`src/logic/lsu_pkg.sv`:
```
package lsu_pkg;

   // Datapath sizing
   localparam int XLEN      = 32;
   localparam int NUM_REGS  = 32;
   localparam int REG_AW    = $clog2(NUM_REGS);      // 5 bits
   localparam int RAM_DEPTH = 256;
   localparam int RAM_AW    = $clog2(RAM_DEPTH);     // Word address, 8 bits
   localparam int NUM_LANES = XLEN / 8;              // Byte lanes per word
   localparam int BYTE_AW   = RAM_AW + $clog2(NUM_LANES); // 10 bits

   typedef logic [XLEN-1:0]      word_t;
   typedef logic [REG_AW-1:0]    reg_idx_t;
   typedef logic [BYTE_AW-1:0]   byte_addr_t;
   typedef logic [NUM_LANES-1:0] lane_mask_t;

   // Access width of a load or store
   typedef enum logic [1:0] {
      SIZE_BYTE = 2'd0,
      SIZE_HALF = 2'd1,
      SIZE_WORD = 2'd2
   } access_size_e;

   // One load/store request, valid for a single cycle
   typedef struct packed {
      logic         valid;
      logic         is_store;
      access_size_e size;
      byte_addr_t   addr;
      reg_idx_t     reg_idx;   // Load destination or store source
   } mem_req_t;

   // Register file write port
   typedef struct packed {
      logic     valid;
      reg_idx_t idx;
      word_t    data;
   } rf_wr_t;

endpackage

```
`src/logic/reg_file.sv`:
```
`timescale 1ns/100ps

// 32 x 32 register file, one write port and two combinational read ports.
// Register 0 is never written, so it always reads back zero after reset.
module reg_file (
   input  logic             clk,
   input  logic             rst,
   input  lsu_pkg::rf_wr_t  wr,
   input  lsu_pkg::reg_idx_t rd_idx_1,
   input  lsu_pkg::reg_idx_t rd_idx_2,
   output lsu_pkg::word_t   rd_data_1,
   output lsu_pkg::word_t   rd_data_2
);

   lsu_pkg::word_t regs [lsu_pkg::NUM_REGS];

   logic wr_en;

   assign wr_en = wr.valid && (wr.idx != '0);   // Drop writes to r0

   always_ff @(posedge clk) begin
      if (rst) begin
         for (int i = 0; i < lsu_pkg::NUM_REGS; i++) begin
            regs[i] <= '0;
         end
      end else if (wr_en) begin
         regs[wr.idx] <= wr.data;
      end
   end

   // Asynchronous reads, no write bypass
   assign rd_data_1 = regs[rd_idx_1];
   assign rd_data_2 = regs[rd_idx_2];

endmodule

```
`config.mk`:
```
export PLATFORM = sky130hd
export DESIGN_NAME = reg_file
export DESIGN_NICKNAME = d
export VERILOG_FILES = /design/src/logic/lsu_pkg.sv /design/src/logic/reg_file.sv
export SDC_FILE = /design/constraint.sdc
export NUM_CORES = 2
export LEC_CHECK = 0
export BUFFER_PORTS_ARGS = -buffer_cell sky130_fd_sc_hd__buf_2
export CAP_MARGIN = 10
export CORE_AREA = 4 4 571 403
export CTS_CLUSTER_DIAMETER = 50
export DETAILED_ROUTE_END_ITERATION = 10
export DIE_AREA = 0 0 575 407
export GPL_TIMING_DRIVEN = 0
export PLACE_DENSITY = 0.46
export REMOVE_ABC_BUFFERS = 1
export SETUP_SLACK_MARGIN = 0.3
export SYNTH_ARGS = -nofsm -noshare
export SYNTH_HDL_FRONTEND = slang
export SYNTH_SLANG_ARGS = --single-unit
export TNS_END_PERCENT = 5
```
`constraint.sdc`:
```
create_clock -name clk -period 3.15 [get_ports clk]
set_input_delay 0.4725 -clock clk [delete_from_list [all_inputs] [get_ports clk]]
set_output_delay 0.4725 -clock clk [all_outputs]
set_load 0.02 [all_outputs]
```
==> metrics.txt <==
outcome complete, but fails checks; failing checks negative setup slack; TritonCTS clock tree yes; Synth top area share 55.0%; Hold WC Path Type in2reg; biggest regs regs: 1024 flops; fin nets around 4800; CTS max path bufs 3; Post-Synth Simple-Gate Area around 16%; fin crit share 100%; Most flops, register regs; WP data arrival about 3500 ps; CTS clock-pin slew for the worst setup and hold paths about 60 ps; Tot GR Track Use a little over a fifth; P&R area growth vs syn 23.5%; post-layout min period 3150 ps; vias per cell ~5.2; io pins around 110; power density cells ~500 nW/µm²; Avg Cell Area, Syn about 12 µm²; final core utilization around 30%; clock sink total slightly above 1000; post-synthesis compound-gate area fraction under 10%; kind of end point of the critical path flop; Top Family by Delay on Critical Path simple AND/OR/NAND/NOR gates; CP Class in2reg; CP max stage cell nor2_4; via count slightly above 40000; worst-margin pin slew around 1100 ps; clk root buf clkbuf_16; grt ovf 0; Top FF cell, synth edfxtp_1; final hold vios 0; Crit Path Max Fanout 28; routed length per instance about 32 µm; Core ar. roughly 230000 µm²; LEAKAGE 26.5 nW; EDFF count, synth between 1000 and 1500; cell area after synthesis 55900 µm²; mux contribution to synthesized area a little under a fifth; CP dominant cell by count buf_16; Buffers & Inverters on Critical Path 4; total CTS buffers roughly 110; cell taking the most area after synthesis edfxtp_1; H-tree depth 3; largest net degree at the start of global routing 68; Initial Util roughly 25%; main combinational cell family by area after synthesis multiplexers; final setup vio count 1; die area around 230000 µm²; Hold Buf Count CTS 0; Max Fclk between 300 and 400 MHz; synthesized instance count around 4600; placer congestion estimate ~0.73; maximum vdd ir drop 0.476 mV; final worst slack -0.00688 ps; vias in the first global route ~40000; DR pass1 iterations 7; setup_tns -0.00688 ps; Rows 146; Detail Route Antenna Nets 0; synth top area cells edfxtp_1 (55%), mux2i_1 (18%), and2_1 (11%); flops & latches, synth roughly 1000; Post-synth ARST share 0%; max_slew headroom 23.6%; Iteration-0 DRC Markers roughly 5200; post-place setup slack -1400 ps; CP peak stage delay 750 ps; Chip Width 575 µm; Design Power 34.7 mW; Netlist cell types 29; dpl cells between 7000 and 8000; Die H 407 µm; antenna violations before repair 57; xor/xnor share of the synthesized area 0%; RSZ-0062 raised after global routing true; Synth Warn # 0; synth cell count leaders edfxtp_1 (1024), mux2i_1 (1024), and2_1 (994); CP Cell Sequence buf_6 > nor2b_1 > nand3b_2 > nor2_4 > buf_16 > buf_16 > or2_4 > buf_12; ratio of cells with drive above 1 in the final layout 15.3%; HPWL Detailed 142 mm; Final Non-Filler Cells 7873; max reg flops between 1000 and 1500; Critical Path RT between 3000 and 4000 ps; residual DRC count 0; share of the yosys chip area belonging to registers roughly 55%; first-pass GRT wire length 338 mm; final wirelength about 250 mm; Final Max Slew Viols 0; I/O Buffers about 110; CP Launch Type primary input; MaxCap Viol Count 0; Post-Synth Adder-Cell Area 0%
## layout by cell type, fill, tap and decap left out, drive strengths merged, types with 32 or more instances in the layout
| master | Yosys | routed |
|---|---|---|
| nand3 | 194 | 194 |
| clkinv | 0 | 49 |
| mux2i | 1024 | 1024 |
| or2 | 33 | 35 |
| a21oi | 192 | 192 |
| clkbuf | 234 | 138 |
| a22o | 128 | 128 |
| nor3 | 64 | 64 |
| bufbuf | 0 | 36 |
| nor2 | 35 | 36 |
| diode | 0 | 35 |
| a31oi | 64 | 64 |
| nand2 | 196 | 196 |
| buf | 212 | 364 |
| edfxtp | 1024 | 1024 |
| and2 | 994 | 996 |
| a22oi | 192 | 192 |
| conb | 1 | 32 |
## per-layer routing
metal  part of all wire, %  vias up  GRT usage (%)
met4                   3.0        2           6.05
li1                      -    17200              -
met3                   9.1      374           4.47
met2                    42     2058           30.4
met5                0.0040        -              0
met1                    46    21100           30.6
## final timing paths
kind              start            to  cells past startpoint
setup / recovery    rst  regs[26][25]                      8
hold / removal      rst   regs[0][30]                      1
## logic make-up after synthesis
logic type | after synthesis
mux | 1024
simple gates | 1534
buf+inv | 446
other cells | 1
flops | 1024
compound gates | 576
## timing repair
action | CTS | global route
gates resized for setup | 183 | 0
endpoints found under the hold margin | 0 | 0
pin swaps | 45 | 1
endpoints found under the setup margin | 653 | 295
buffers inserted | 88 | 2
cloned | 64 | 0
## cell type report
type                       count  area [µm²]
sequential                  1024       30700
tap                         3034        3800
timing repair buffer         400        6820
clock buffer                 138        2900
antenna                       35        87.6
multi-input combinational   3173       24000
fill                       22500      156000
clock inverter                69         682
## through the flow
stage	hold WS [ps]	area (µm²)
after floorplan	585	53800
after global placement	1100	58200
after detailed placement	1080	61900
after CTS	181	68900
after global routing	184	69000
final	207	69000
## report_power, final
part	internal [mW]	total (mW)	switching, mW
sequential	15.7	16.1	0.369
clock	7.38	13.4	6.03
combinational	1.91	5.18	3.26
(Power assumes the default switching activity.)
