### src/logic/lsu_pkg.sv
package lsu_pkg;

   // Datapath sizing
   localparam int XLEN      = 32;
   localparam int NUM_REGS  = 32;
   localparam int REG_AW    = $clog2(NUM_REGS);      // 5 bits
   localparam int RAM_DEPTH = 256;
   localparam int RAM_AW    = $clog2(RAM_DEPTH);     // Word address, 8 bits
   localparam int NUM_LANES = XLEN / 8;              // Byte lanes per word
   localparam int BYTE_AW   = RAM_AW + $clog2(NUM_LANES); // 10 bits

   typedef logic [XLEN-1:0]      word_t;
   typedef logic [REG_AW-1:0]    reg_idx_t;
   typedef logic [BYTE_AW-1:0]   byte_addr_t;
   typedef logic [NUM_LANES-1:0] lane_mask_t;

   // Access width of a load or store
   typedef enum logic [1:0] {
      SIZE_BYTE = 2'd0,
      SIZE_HALF = 2'd1,
      SIZE_WORD = 2'd2
   } access_size_e;

   // One load/store request, valid for a single cycle
   typedef struct packed {
      logic         valid;
      logic         is_store;
      access_size_e size;
      byte_addr_t   addr;
      reg_idx_t     reg_idx;   // Load destination or store source
   } mem_req_t;

   // Register file write port
   typedef struct packed {
      logic     valid;
      reg_idx_t idx;
      word_t    data;
   } rf_wr_t;

endpackage

### src/logic/access_ctrl.sv
`timescale 1ns/100ps

// Load/store control: store lane decode, load tracking and extraction,
// and the merged register write port
module access_ctrl (
   input  logic                       clk,
   input  logic                       rst,
   input  lsu_pkg::mem_req_t          mem_req,
   input  lsu_pkg::rf_wr_t            ext_wr,
   input  lsu_pkg::reg_idx_t          rd_idx_b,
   input  lsu_pkg::word_t             store_data,
   input  lsu_pkg::word_t             ram_rdata,
   output lsu_pkg::reg_idx_t          store_idx,
   output logic [lsu_pkg::RAM_AW-1:0] ram_addr,
   output lsu_pkg::lane_mask_t        lane_mask,
   output lsu_pkg::word_t             ram_wdata,
   output lsu_pkg::rf_wr_t            rf_wr,
   output logic                       load_done
);

   logic                  is_store;
   logic                  is_load;
   lsu_pkg::lane_mask_t   size_mask;

   // Load in flight, written back in the cycle after the request
   logic                  ld_valid;
   lsu_pkg::access_size_e ld_size;
   logic [1:0]            ld_offset;
   lsu_pkg::reg_idx_t     ld_dest;

   logic [1:0]            eff_offset;
   lsu_pkg::word_t        shifted;
   lsu_pkg::word_t        load_data;

   assign is_store = mem_req.valid && mem_req.is_store;
   assign is_load  = mem_req.valid && !mem_req.is_store;

   // Port 2 is borrowed for the store source in a store cycle
   assign store_idx = is_store ? mem_req.reg_idx : rd_idx_b;
   assign ram_addr  = mem_req.addr[lsu_pkg::BYTE_AW-1:2];

   // Store lanes and replicated data
   always_comb begin
      case (mem_req.size)
         lsu_pkg::SIZE_BYTE: begin
            size_mask = 4'b0001 << mem_req.addr[1:0];
            ram_wdata = {4{store_data[7:0]}};
         end
         lsu_pkg::SIZE_HALF: begin
            size_mask = 4'b0011 << {mem_req.addr[1], 1'b0};   // Bit 0 ignored
            ram_wdata = {2{store_data[15:0]}};
         end
         default: begin
            size_mask = 4'b1111;
            ram_wdata = store_data;
         end
      endcase
   end

   assign lane_mask = is_store ? size_mask : '0;

   always_ff @(posedge clk) begin
      if (rst) begin
         ld_valid <= 1'b0;
      end else begin
         ld_valid <= is_load;
      end
   end

   always_ff @(posedge clk) begin
      if (is_load) begin
         ld_size   <= mem_req.size;
         ld_offset <= mem_req.addr[1:0];
         ld_dest   <= mem_req.reg_idx;
      end
   end

   // Align to lane 0, then zero-extend
   always_comb begin
      case (ld_size)
         lsu_pkg::SIZE_BYTE: eff_offset = ld_offset;
         lsu_pkg::SIZE_HALF: eff_offset = {ld_offset[1], 1'b0};
         default:            eff_offset = 2'b00;
      endcase
      shifted = ram_rdata >> {eff_offset, 3'b000};
      case (ld_size)
         lsu_pkg::SIZE_BYTE: load_data = {24'b0, shifted[7:0]};
         lsu_pkg::SIZE_HALF: load_data = {16'b0, shifted[15:0]};
         default:            load_data = shifted;
      endcase
   end

   // Load write-back wins over the external write
   always_comb begin
      if (ld_valid) begin
         rf_wr.valid = 1'b1;
         rf_wr.idx   = ld_dest;
         rf_wr.data  = load_data;
      end else begin
         rf_wr = ext_wr;
      end
   end

   assign load_done = ld_valid;

endmodule

### config.mk
export PLATFORM = sky130hd
export DESIGN_NAME = access_ctrl
export DESIGN_NICKNAME = d
export VERILOG_FILES = /design/src/logic/lsu_pkg.sv /design/src/logic/access_ctrl.sv
export SDC_FILE = /design/constraint.sdc
export NUM_CORES = 1
export LEC_CHECK = 0
export BUFFER_PORTS_ARGS = -buffer_cell sky130_fd_sc_hd__buf_2
export CAP_MARGIN = 20
export CORE_AREA = 4 4 82 84
export DETAILED_ROUTE_END_ITERATION = 7
export DIE_AREA = 0 0 86 88
export PLACE_DENSITY = 0.88
export SLEW_MARGIN = 30
export SYNTH_ARGS = -nofsm -noshare
export SYNTH_HDL_FRONTEND = slang
export SYNTH_SLANG_ARGS = --single-unit
### constraint.sdc
create_clock -name clk -period 1.9 [get_ports clk]
set_input_delay 0.285 -clock clk [delete_from_list [all_inputs] [get_ports clk]]
set_output_delay 0.285 -clock clk [all_outputs]
set_load 0.03 [all_outputs]
==> results.txt <==
- The run finished, with violations left.
- Violations in the final reports: setup timing
* Critical path endpoint category: output pin
- Leaving out fill and tap cells, the most frequent cell in the layout is sky130_fd_sc_hd__buf_2.
* Via total after detailed routing: ~2800
* Commonest cells after routing, fill and taps aside: sky130_fd_sc_hd__buf_2, sky130_fd_sc_hd__buf_4, sky130_fd_sc_hd__mux2_2
* Number of inserted diodes: 0
* Net count of the mapped netlist: roughly 350
* Cell depth of the worst min-delay path: 2
* Post-Synth Simple-Gate Area: 0.159
* First-pass iteration count of the detailed router: 4
* Area share of the largest cell type after synthesis: 0.205
- First-pass GRT wire length: between 10000 and 15000 um
- In this run, synthesis inferred 9 flip-flops with an integrated enable.
- After synthesis, the largest family of logic cells by area is compound AO/OA/AOI/OAI gates.
* Fraction of the mapped netlist area in compound gates: 0.301
- The longest clock path from root to sink contains 2 buffers.
- Of the available clock period, the critical path in the final layout requires 1.08.
* Internal power: roughly 0.87 mW
- TritonCTS clock tree: built
- In this run the remaining antenna-violating nets after routing total 0.
- Most repeated library cell on the critical path: sky130_fd_sc_hd__buf_4
- CTS clk-pin slew, worst paths: around 0.050 ns
* Path class of the lowest-slack min-delay path: in -> reg
* Post-Synthesis Cell Area: 1870 sq um
- Entering global routing, the biggest net connects 39 pins.
* Setup repair after global routing missed its margin: yes
- Counting flops with an async set or reset pin after synthesis yields a share of 0.
- In this run the static leakage power is around 1.7 nW.
- Number of port buffers: about 200
- Total number of placement rows: 28
- Worst-path maximum fanout: 6
- Adder-Cell Fraction of Synth Area: 0
- Relative contribution of sequential cells to total power: 0.172
- CP cell instances: nand2b_4, buf_4, mux2_2, o22ai_2, o31ai_2, buf_4
* Clock sink count: 10
- GRT Residual Overflow: 0
* Detail-routed net length per standard cell: about 19 um
- Area taken by flip-flops and latches: roughly 290 sq um
- Sequential share of the synthesized area: 0.155
- Dividing the detail-routed via count by the number of cells gives about 5.5.
- In this run, CTS created clock tree buffers numbering 3.
- After synthesis the netlist holds a flip-flop and latch count of 10.
- Placeable core region: between 5000 and 6000 sq um
- For this configuration, the core starts out at a cell density of 0.316.
* Reported max-cap violation count: 0
- After synthesis, the netlist uses 34 different library cells.
- Required arrival time at the worst endpoint: 1.62 ns
- For this design, the CTS-stage hold fixing added 0 buffers.
* Half-perimeter wire length of the detailed placement result: between 6000 and 7000 um
- Synth area leader: sky130_fd_sc_hd__mux2_2
- At the end of routability-driven placement, the weighted congestion stood at between 0.9 and 1.
- After the last flow step, the layout net total stands at roughly 560.
* Placement Cell Area: slightly below 3000 sq um
- Proportion of power drawn by combinational gates: 0.684
* Root buffer cell: sky130_fd_sc_hd__clkbuf_8
- The finished cells cover approximately 3500 sq um.
* Maximum operating frequency: roughly 0.49 GHz
- Per-instance average area after synthesis: slightly above 8 sq um
- Portion of total power attributed to the clock network: 0.144
- Standard cell with the maximum stage delay on the critical path: sky130_fd_sc_hd__edfxtp_1
- Initial antenna violation count: 0
* Detailed Route WL: around 9500 um
- STA classifies the critical path startpoint as a flop.
- Fill cells in the final layout number around 500.
* Buf/Inv on CP: 2
* Worst slew margin relative to its limit: 0.710
* Sum of internal, switching and leakage power: 1.56 mW
- Max H-tree Level: 1
* Post-synthesis xor/xnor area fraction: 0
* Final Max Tran Viols: 0
- Total setup violations reported at the end of the flow: 16
* Floorplan die width: 86 um
- Of the total power, the share spent switching nets is 0.443.
- Number of I/O pins: 216
- For this run, the number of Yosys warnings is 0.
- Final routed DRC violation total: 0
* Crit-path leading delay family: flip-flops
* Highest ir drop seen on vdd: roughly 350 uV
* Worst hold start: rst
* Final hold violations: 0
- Data arrives at the worst endpoint at around 1.8 ns.
- In the final layout, the share of cells above drive strength 1 is 0.748.
* Actual transition at the worst max-transition pin: between 0.4 and 0.5 ns
- The via count of the first global-routing pass came to 2787.
- Die outline area: 7570 sq um
- The portion of synthesized area spent on multiplexers is 0.248.
- Iter 0 DRT Violations: approximately 130
- Net switching power: approximately 0.69 mW
- WHS Endpoint: load_done
- Setup WS post-layout: -0.147 ns
* Prevailing post-synth register cell: sky130_fd_sc_hd__edfxtp_1
* Synth area leaders: sky130_fd_sc_hd__mux2_2, sky130_fd_sc_hd__edfxtp_1, sky130_fd_sc_hd__buf_4
* Worst Setup Path Type: reg -> out
- Synth-to-Final Area Change: 89.3%
- Subtracting the final worst setup slack from the clock period gives 2.05 ns.
- Power density normalized to cell area: 441 nW/um^2
- Across every metal layer, demand over resource in global routing totals 0.214.
* Die height: about 88 um
* Gate Count Post-Synth: around 230
- For this run, the slowest stage of the critical path takes about 0.46 ns.
* Multi-input gate area in the final layout: between 1500 and 2000 sq um
[cells by family (layout without fill, tap and decap cells)]
kind of cell	Yosys count	after routing
compound gates	79	79
flops	10	10
simple gates	54	57
mux	42	42
buf+inv	40	240
[Yosys cell counts, types with 2 or more instances]
master	n
sky130_fd_sc_hd__o21ai_0	10
sky130_fd_sc_hd__inv_1	3
sky130_fd_sc_hd__buf_2	9
sky130_fd_sc_hd__a21oi_1	12
sky130_fd_sc_hd__nor2_4	2
sky130_fd_sc_hd__o221ai_1	8
sky130_fd_sc_hd__buf_4	20
sky130_fd_sc_hd__nand2_1	24
sky130_fd_sc_hd__o22ai_1	7
sky130_fd_sc_hd__mux2_2	34
sky130_fd_sc_hd__clkbuf_1	3
sky130_fd_sc_hd__o31ai_1	7
sky130_fd_sc_hd__edfxtp_1	9
sky130_fd_sc_hd__or2b_1	5
sky130_fd_sc_hd__or3_1	8
sky130_fd_sc_hd__mux2i_1	8
sky130_fd_sc_hd__nor2b_1	3
sky130_fd_sc_hd__nor2_1	2
sky130_fd_sc_hd__a22oi_1	16
sky130_fd_sc_hd__a22o_1	16
sky130_fd_sc_hd__nand2b_1	6
[worst max path at each step]
stage	slack [ns]	to	cells past startpoint	start
2_1_floorplan	-0.10	rf_wr[2]	5	load_done
3_3_place_gp	0.07	rf_wr[13]	6	ld_size[0]
3_5_place_dp	0.006	rf_wr[2]	6	ld_offset[0]
4_1_cts	-0.15	rf_wr[2]	6	ld_size[0]
5_1_grt	-0.24	rf_wr[15]	7	ld_size[0]
6_report	-0.15	rf_wr[0]	6	ld_size[0]
[final cells by class]
type	instances	area share
clock buffers	4	0.0127
inverters	4	0.00531
multi-input cells	178	0.454
flip-flops and latches	10	0.0824
well taps	75	0.0265
repair buffers	232	0.419
[metrics by stage]
step / hold slack [ns] / worst slack [ns] / std cells / util / setup TNS (ns)
2_1_floorplan: 0.349 / -0.101 / 225 / - / -0.403
3_3_place_gp: 0.436 / 0.0690 / 481 / 0.493 / 0
3_5_place_dp: 0.437 / 0.00578 / 481 / 0.493 / 0
4_1_cts: 0.192 / -0.147 / 495 / 0.546 / -1.95
5_1_grt: 0.193 / -0.241 / 503 / 0.597 / -3.60
6_report: 0.198 / -0.147 / 503 / 0.597 / -1.71
[power by group through the flow]
stage / registers (mW) / logic, mW / clock network [mW]
after floorplan: 0.266 / 0.601 / 0
after global placement: 0.269 / 0.873 / 0
after detailed placement: 0.270 / 0.886 / 0
after CTS: 0.268 / 0.973 / 0.231
after global routing: 0.270 / 1.12 / 0.248
final: 0.269 / 1.07 / 0.224
[registers in the layout, indices dropped and copies added, names as in the netlist]
register / flops
ld_dest: 5
load_done: 1
ld_size: 2
ld_offset: 2
[timing repair]
action                                  4_1_cts  5_1_grt
endpoints found under the setup margin       32       32
gates resized for setup                      43       72
pin swaps                                    28       14
gates cloned                                  3        2
buffers inserted                              7        6
[routing by layer]
layer,part of all wire,GRT usage,up-vias
met4,0.027,0.0863,0
met5,0,0,-
met1,0.35,0.214,1299
li1,-,-,1257
met2,0.53,0.425,191
met3,0.099,0.0470,28
Note: power is estimated with default switching activity, not from simulation.
